$ cat config.mk
export PLATFORM = sky130hd
export DESIGN_NAME = ring_soc
export DESIGN_NICKNAME = d
export VERILOG_FILES = /design/src/rtl/ring_pkg.sv /design/src/rtl/ring_soc.sv /design/src/rtl/ring_node.sv /design/src/rtl/ring_nic.sv
export SDC_FILE = /design/constraint.sdc
export NUM_CORES = 2
export LEC_CHECK = 0
export BUFFER_PORTS_ARGS = -buffer_cell sky130_fd_sc_hd__buf_4
export CAP_MARGIN = 20
export CORE_UTILIZATION = 50
export CTS_BUF_LIST = sky130_fd_sc_hd__clkbuf_2 sky130_fd_sc_hd__clkbuf_4 sky130_fd_sc_hd__clkbuf_8
export DETAILED_ROUTE_END_ITERATION = 8
export HOLD_SLACK_MARGIN = 0.02
export PLACE_DENSITY_LB_ADDON = 0.1
export SLEW_MARGIN = 20
export SYNTH_ARGS = -nofsm -noshare
export SYNTH_HDL_FRONTEND = slang
export SYNTH_SLANG_ARGS = --single-unit
$ cat constraint.sdc
create_clock -name clk100 -period 5.1 [get_ports clk100]
set_input_delay 0.51 -clock clk100 [delete_from_list [all_inputs] [get_ports clk100]]
set_output_delay 0.51 -clock clk100 [all_outputs]
set_load 0.01 [all_outputs]
$ cat src/rtl/ring_pkg.sv
package ring_pkg;

	// ------------------------------
	// field widths
	// ------------------------------

	localparam int WORD_W = 32;
	localparam int NODE_ID_W = 3;
	localparam int REG_IDX_W = 4;
	// host address is {node id, register index}
	localparam int HOST_ADR_W = NODE_ID_W + REG_IDX_W;

	typedef logic [WORD_W-1:0] word_t;
	typedef logic [NODE_ID_W-1:0] node_id_t;
	typedef logic [REG_IDX_W-1:0] reg_idx_t;
	typedef logic [HOST_ADR_W-1:0] host_adr_t;
	typedef logic [1:0] pkt_op_t;

	// ------------------------------
	// packet opcodes
	// ------------------------------

	localparam pkt_op_t OP_WRITE = 2'd0;
	localparam pkt_op_t OP_READ = 2'd1;
	// read data on its way back to the nic
	localparam pkt_op_t OP_RESP = 2'd2;

	// ------------------------------
	// ring layout
	// ------------------------------

	// nic sits at ring address 0
	localparam node_id_t NIC_ID = 3'd0;
	localparam int NUM_NODES = 4;
	localparam int NUM_REGS = 1 << REG_IDX_W;
	// nic + four nodes + response register
	localparam int RING_LATENCY = 5;

	// one ring slot, registered at every hop
	typedef struct packed {
		logic valid;
		pkt_op_t op;
		node_id_t dst;
		node_id_t src;
		reg_idx_t idx;
		word_t dat;
		logic err;
	} packet_t;

	// host side, plain strobes
	typedef struct packed {
		logic valid;
		logic we;
		host_adr_t adr;
		word_t dat;
	} host_cmd_t;

	typedef struct packed {
		logic valid;
		logic err;
		word_t dat;
	} host_rsp_t;

endpackage
$ cat src/rtl/ring_soc.sv
module ring_soc (
	input  logic                clk100,
	input  logic                reset_i,
	// host command strobe
	input  ring_pkg::host_cmd_t cmd_i,
	// host response strobe, RING_LATENCY after the command
	output ring_pkg::host_rsp_t rsp_o
);
	import ring_pkg::*;

	// ------------------------------
	// ring wiring
	// ------------------------------

	// ring_pkt[0] leaves the nic
	// ring_pkt[k] leaves node k
	// ring_pkt[NUM_NODES] goes back into the nic
	packet_t ring_pkt [NUM_NODES+1];

	ring_nic u_nic (
		.clk100 (clk100),
		.reset_i(reset_i),
		.cmd_i  (cmd_i),
		.rsp_o  (rsp_o),
		.ring_i (ring_pkt[NUM_NODES]),
		.ring_o (ring_pkt[0])
	);

	// ------------------------------
	// node stages
	// ------------------------------

	// node k acts on a command k cycles after the nic samples it
	for (genvar g = 1; g <= NUM_NODES; g++) begin : gen_node
		ring_node #(
			.NODE_ID(node_id_t'(g))
		) u_node (
			.clk100 (clk100),
			.reset_i(reset_i),
			.pkt_i  (ring_pkt[g-1]),
			.pkt_o  (ring_pkt[g])
		);
	end

endmodule

$ cat src/rtl/ring_node.sv
module ring_node #(
	// ring address owned by this stage
	parameter ring_pkg::node_id_t NODE_ID = 3'd1
) (
	input  logic              clk100,
	input  logic              reset_i,
	// slot from the previous stage
	input  ring_pkg::packet_t pkt_i,
	// slot to the next stage
	output ring_pkg::packet_t pkt_o
);
	import ring_pkg::*;

	// ------------------------------
	// local register file
	// ------------------------------

	word_t regs [NUM_REGS];
	word_t rd_dat;

	logic hit;
	logic is_wr;
	logic is_rd;

	// packet addressed to us
	assign hit = pkt_i.valid && (pkt_i.dst == NODE_ID);
	assign is_wr = hit && (pkt_i.op == OP_WRITE);
	// a stray response to our id just passes on
	assign is_rd = hit && (pkt_i.op == OP_READ);

	// old contents, before this cycle's write lands
	assign rd_dat = regs[pkt_i.idx];

	always_ff @(posedge clk100) begin
		if (reset_i) begin
			for (int i = 0; i < NUM_REGS; i++) begin
				regs[i] <= '0;
			end
		end else if (is_wr) begin
			regs[pkt_i.idx] <= pkt_i.dat;
		end
	end

	// ------------------------------
	// slot rewrite
	// ------------------------------

	packet_t pkt_nxt;

	always_comb begin
		// default is pass through untouched, err included
		pkt_nxt = pkt_i;
		if (is_wr) begin
			// write consumed, slot freed
			pkt_nxt.valid = 1'b0;
		end else if (is_rd) begin
			// turn the read round toward its sender
			pkt_nxt.op = OP_RESP;
			pkt_nxt.dst = pkt_i.src;
			pkt_nxt.src = NODE_ID;
			pkt_nxt.dat = rd_dat;
		end
	end

	// one registered hop, exactly one cycle
	always_ff @(posedge clk100) begin
		pkt_o <= pkt_nxt;
		if (reset_i) begin
			pkt_o.valid <= 1'b0;
		end
	end

endmodule

$ cat src/rtl/ring_nic.sv
module ring_nic (
	input  logic                clk100,
	input  logic                reset_i,
	// host command strobe, one per cycle at most
	input  ring_pkg::host_cmd_t cmd_i,
	output ring_pkg::host_rsp_t rsp_o,
	// ring return from the last node
	input  ring_pkg::packet_t   ring_i,
	// ring feed into the first node
	output ring_pkg::packet_t   ring_o
);
	import ring_pkg::*;

	// ------------------------------
	// command side
	// ------------------------------

	node_id_t cmd_dst;
	reg_idx_t cmd_idx;
	packet_t req_pkt;

	// upper bits pick the node
	assign cmd_dst = cmd_i.adr[HOST_ADR_W-1 -: NODE_ID_W];
	// lower bits pick the register inside it
	assign cmd_idx = cmd_i.adr[REG_IDX_W-1:0];

	always_comb begin
		req_pkt.valid = cmd_i.valid;
		req_pkt.op = cmd_i.we ? OP_WRITE : OP_READ;
		req_pkt.dst = cmd_dst;
		// replies find their way home by src
		req_pkt.src = NIC_ID;
		req_pkt.idx = cmd_idx;
		// write data, ignored by reads
		req_pkt.dat = cmd_i.dat;
		// only ever set on the host side
		req_pkt.err = 1'b0;
	end

	// slot in front of the nic is always empty here
	// since every packet coming round is consumed below
	always_ff @(posedge clk100) begin
		ring_o <= req_pkt;
		if (reset_i) begin
			ring_o.valid <= 1'b0;
		end
	end

	// ------------------------------
	// return side
	// ------------------------------

	logic ret_rsp;
	logic ret_bounce;
	host_rsp_t rsp_nxt;

	// read data from an owning node
	assign ret_rsp = ring_i.valid && (ring_i.op == OP_RESP) && (ring_i.dst == NIC_ID);

	// a request still unserved after a full turn
	// nobody owns its dst, which also covers dst == NIC_ID
	assign ret_bounce = ring_i.valid && (ring_i.op != OP_RESP);

	always_comb begin
		rsp_nxt.valid = ret_rsp || ret_bounce;
		rsp_nxt.err = ret_bounce;
		// bounced reads and writes both return zero
		if (ret_rsp) begin
			rsp_nxt.dat = ring_i.dat;
		end else begin
			rsp_nxt.dat = '0;
		end
	end

	// one cycle from ring_i to the host
	always_ff @(posedge clk100) begin
		rsp_o <= rsp_nxt;
		if (reset_i) begin
			rsp_o.valid <= 1'b0;
		end
	end

endmodule

# Word-level counts from Yosys, hierarchy flattened

Memories as Yosys holds them, arrays and structs flattened. A register that Yosys moved wholly into a read port is not among the register bits.
Index checks and enable logic that the tools add are counted.

Equality and inequality tests: 10
Mux-type cells: 43
Reductions and logical operators: 29

Operator list:

| operator           | number |
|---|---|
| $mux 32            | 12 |
| $reduce_or 32->1   | 4 |
| $mux 8             | 8 |
| $mux 1             | 19 |
| $mux 4             | 4 |
| $logic_and 1x1->1  | 15 |
| $eq 2x1->1 const B | 4 |
| $logic_not 2->1    | 4 |
| $reduce_or 2->1    | 4 |
| $eq 3x2->1 const B | 2 |
| $eq 3x1->1 const B | 1 |
| $eq 3x3->1 const B | 1 |
| $logic_not 3->1    | 1 |
| $eq 2x2->1 const B | 1 |
| $ne 2x2->1 const B | 1 |
| $logic_or 1x1->1   | 1 |

Register bits after elaboration: 249
RAM bits: 2,048
Bits of input ports: 43
Word-level logic and storage cells: 116
Memories kept: 4

Memories:

| memory                  | words | bits a word | rd ports | clocked after Yosys merged registers in | write ports | line            | text |
|---|---|---|---|---|---|---|---|
| gen_node[1].u_node.regs | 16    | 32          | 1        | 1                                       | 16          | ring_node.sv:18 | `word_t regs [NUM_REGS];` |
| gen_node[2].u_node.regs | 16    | 32          | 1        | 1                                       | 16          | ring_node.sv:18 |  |
| gen_node[3].u_node.regs | 16    | 32          | 1        | 1                                       | 16          | ring_node.sv:18 |  |
| gen_node[4].u_node.regs | 16    | 32          | 1        | 1                                       | 16          | ring_node.sv:18 |  |

# Depth between registers and ports, before layout

Depth in word-level cells: 8
Mapped depth: 8
Depth with buffers taken out: 4

# By module

A second synthesis with hierarchy kept.

Cell total of the unflattened synthesis: 6,620
Area total of the unflattened synthesis: 100,730.4 sq um

By module, submodules not included:

| module                          | times used | cells each | area an instance (sq um) | seq. area each (sq um) |
|---|---|---|---|---|
| ring_node at gen_node[4].u_node | 1          | 1,615      | 24,871.4                 | 16,295.6 |
| ring_node at gen_node[2].u_node | 1          | 1,615      | 24,679.9                 | 16,295.6 |
| ring_node at gen_node[1].u_node | 1          | 1,615      | 24,597.3                 | 16,295.6 |
| ring_node at gen_node[3].u_node | 1          | 1,615      | 24,468.5                 | 16,295.6 |
| ring_nic                        | 1          | 160        | 2,113.3                  | 1,501.4 |

# Worst setup path before layout

No wires, ideal clock.

Kind: input -> register
Start: input reset_i
End: memory gen_node[2].u_node.regs[12][0] (netlist bit) (enable)
Setup time: 0.375 ns
Arrival: 1.877 ns
Required time: 4.725 ns
Path slack: 2.848 ns
Stages on the path: 5
Cell sequence: clkbuf_1 > clkbuf_1 > nand3b_1 > nor3_2 > or2_2

RTL lines:

| what            | line            | text |
|---|---|---|
| start, declared | ring_soc.sv:3   | `input logic reset_i,` |
| end, declared   | ring_node.sv:18 |  |

==> results.cfg <==
[drt]
detail_route.first_pass.iterations = 6
drc = 0
postRouteWirelength_microns = 264000
drt_iter0_drc = 5405
wl_per_cell_microns = 28.2
vias = 53700
final_antenna_net_count = 0
via_per_inst = 5.74

[worst_setup_path]
critical_path_buf_inv_count = 2
end_kind = flip-flop
crit_start = gen_node[3].u_node.pkt_o[36]
reg2reg_slack_ps = 1710
crit_slowest_cell = dfxtp_4
crit_type = flip-flop to flip-flop
worstSetupStartpointType = flip-flop
cp.arrival_ps = 4280
crit_required_ps = 5990
slowest_delay_ps = 860
r2r_start = gen_node[3].u_node.pkt_o[36]
path_cells = buf_4, buf_4, mux4_2, o22ai_1, a21oi_1
cp_common_cell = buf_4
path_max_fanout = 53
cp_top_family = buffers and inverters

[sta]
layout_setup_ws_ps = 1710
final-hold-violation-count = 0
worstMarginPinSlew_ps = 1250
layout_min_cycle_time_ps = 3390
slew_headroom = 0.170
period_share = 0.665
setup_viol = 0
finClkSkew_ps = 53.8
finalSetupTns_ps = 0
final_max_slew_viol_count = 0
rsz0062_at_grt = no
fmax_mhz = 295

[logic_synthesis]
synth_xor_area_frac = 0
syn_area_sq_um = 98600
synth_edf_count = 2048
synth_warnings = 0
syn-instance-count = 6284
synth_top_family_by_area = simple AND/OR/NAND/NOR gates
synthAdderAreaFrac = 0
yosysSeqAreaShare = 0.673
async_flop_share = 0
synth_simple_gate_area_share = 0.148
synthMuxAreaShare = 0.127
avgSynthCellArea_sq_um = 15.7
synth_seq_cells = 2291
synth_compound_area_frac = 0.0276
syn_nets = 6327
ys_types = 43
yosys_most_used_dff = edfxtp_1

[die]
die_h_microns = 446
core_sq_um = 195000
die_w_microns = 446
rows = 162
start_util = 0.505
die-area_sq_um = 199000
io_pins = 77

[global_routing]
track_usage = 0.267
overflow = 0
grt_pass1_wl_microns = 383000
antenna_found_initial = 9
grt_max_degree = 141
grt_pass1_vias = 55000

[run_status]
status = complete, no violations

[pwr]
p_int_uw = 31400
p_switching_uw = 9100
cellLeakagePower_uw = 0.0419
switching_share = 0.225
clock_power_share = 0.423
pwr-share-comb = 0.047
powerDensity_nw_per_um2 = 366
ir_drop_v = 0.000278
pwr-share-seq = 0.530

[clocking]
clkSlewWorstSetupHoldPaths_ps = 60
cts_resized = 0
cts_root_buf = clkbuf_8
clock_latency_ps = 1070
clkSinkCount = 2291
numCtsBuffers = 394
cts_tree = built
clockBufferDepth = 4
postCtsSetupRepairBufs = 0
htree_levels = 5

[finish]
fin_cells = 9357
nets = 6453
final_layout_size_suffix_gt1_frac = 0.238
area_delta_synth_final_pct = 12.0
multi_input_area_sq_um = 30200
fill_cells = 15400
ff_latch_area_sq_um = 66400
fin_area_sq_um = 110000

[placed_design]
dp_slack_ps = 1700
gp_congestion = 0.796
io_buffers = 76
placedCellCount = 8565
dpl.hpwl_microns = 147000
place_area_sq_um = 102000

[min_path]
hold_class = input pin to flip-flop
hold_start = cmd_i[7]

[job]
maxCapViolations = 0
==> what timing repair did <==
item	CTS	global route
setup endpoints to repair	0	0
hold endpoints to repair	41	0
hold buffers	71	0
==> layer usage <==
layer | vias to the layer above | GRT usage | part of all wire
met1 | 27900 | 0.362 | 0.42
met5 | - | 0 | 0.000049
met3 | 468 | 0.0437 | 0.060
li1 | 23500 | - | -
met2 | 1845 | 0.436 | 0.49
met4 | 2 | 0.0965 | 0.034
==> final cells by class <==
class | instances | area share
Sequential cell | 2291 | 0.601
Multi-Input combinational cell | 3423 | 0.273
Clock buffer | 630 | 0.0683
Tap cell | 2624 | 0.0297
Timing Repair Buffer | 289 | 0.0220
Clock inverter | 80 | 0.00505
Inverter | 11 | 0.000374
Antenna cell | 9 | 0.000204
==> synth_stat cells, types with 2 or more instances <==
library cell / n / area [sq um]
a21oi_1: 99 / 495
a22oi_1: 96 / 721
a32oi_1: 32 / 280
and2_1: 2084 / 13000
and3_1: 2 / 12.5
and3b_1: 2 / 17.5
and4bb_2: 3 / 37.5
buf_1: 14 / 52.6
buf_2: 87 / 435
buf_4: 14 / 105
buf_6: 7 / 78.8
clkbuf_1: 388 / 1460
clkbuf_2: 49 / 245
dfxtp_1: 243 / 4860
edfxtp_1: 2048 / 61500
inv_1: 11 / 41.3
mux2_2: 98 / 1100
mux2i_1: 128 / 1280
mux4_2: 448 / 10100
nand2_1: 47 / 176
nand2b_1: 12 / 75.1
nand3_1: 2 / 10.0
nand3_4: 2 / 35.0
nand3b_1: 2 / 15.0
nand4_1: 6 / 37.5
nand4b_1: 3 / 26.3
nor2_1: 36 / 135
nor2b_1: 7 / 43.8
nor3_1: 2 / 10.0
nor3_2: 34 / 340
nor3_4: 5 / 81.3
nor4_1: 2 / 12.5
o22ai_1: 192 / 1200
or2_2: 69 / 432
or3_4: 2 / 22.5
==> state kept, by name (all words and copies together) (netlist names) <==
name,count
gen_node.u_node.regs,2048
gen_node.u_node.pkt_o,168
u_nic.ring_o,41
u_nic.rsp_o,34
==> worst register-to-register path, stage by stage (launching register included) <==
cell and delay (ps):
dfxtp_4 860, buf_4 800, buf_4 760, mux4_2 490
o22ai_1 210, a21oi_1 110
==> cell families (layout without fill, tap and decap cells) <==
logic type / count (synthesis) / after routing
simple gates: 2327 / 2327
flops: 2291 / 2291
mux: 674 / 674
buf+inv: 570 / 1010
compound gates: 422 / 422
other cells: 0 / 9
==> path summary, 6_finish.rpt <==
path / endpoint / cells after the start
worst max-delay path: gen_node[4].u_node.pkt_o[31] / 5
worst min-delay path: u_nic.ring_o[8] / 2
worst max register to register: gen_node[4].u_node.pkt_o[31] / 5
worst min register to register: gen_node[3].u_node.pkt_o[42] / 0
==> per-stage QoR <==
stage / utilization / hold slack [ps] / total power (uW)
2_1_floorplan: - / 326 / 22700
3_3_place_gp: 0.520 / 335 / 23700
3_5_place_dp: 0.520 / 344 / 23700
4_1_cts: 0.565 / 24.9 / 40700
5_1_grt: 0.565 / 75.4 / 41600
6_report: 0.565 / 136 / 40500
==> power by group through the flow <==
stage          sequential [uW]  combinational (uW)  clock [uW]
2_1_floorplan            21400                1320           0
3_3_place_gp             21800                1860           0
3_5_place_dp             21800                1870           0
4_1_cts                  21400                1920       17400
5_1_grt                  21500                2010       18100
6_report                 21400                1910       17100
==> layout by cell type (no fill, tap or decap), drive strengths merged, types with 2 or more instances in the layout <==
master	synthesis	routed
and2	2084	2084
nor2	36	36
diode	0	9
nand4b	3	3
o22ai	192	192
buf	122	218
mux4	448	448
a21oi	99	99
mux2i	128	128
a22oi	96	96
nand4	6	6
and4bb	3	3
nor4	2	2
dlygate4sd3	0	71
or3	2	2
a32oi	32	32
dfxtp	243	243
mux2	98	98
inv	11	12
clkinv	0	68
nor3	41	41
nand2b	12	12
nand3b	2	2
edfxtp	2048	2048
or2	69	69
bufinv	0	8
and3b	2	2
clkinvlp	0	3
nand2	48	48
nand3	4	4
and3	2	2
nor2b	7	7
clkbuf	437	630
No activity file was read; power rests on OpenSTA's default activity.
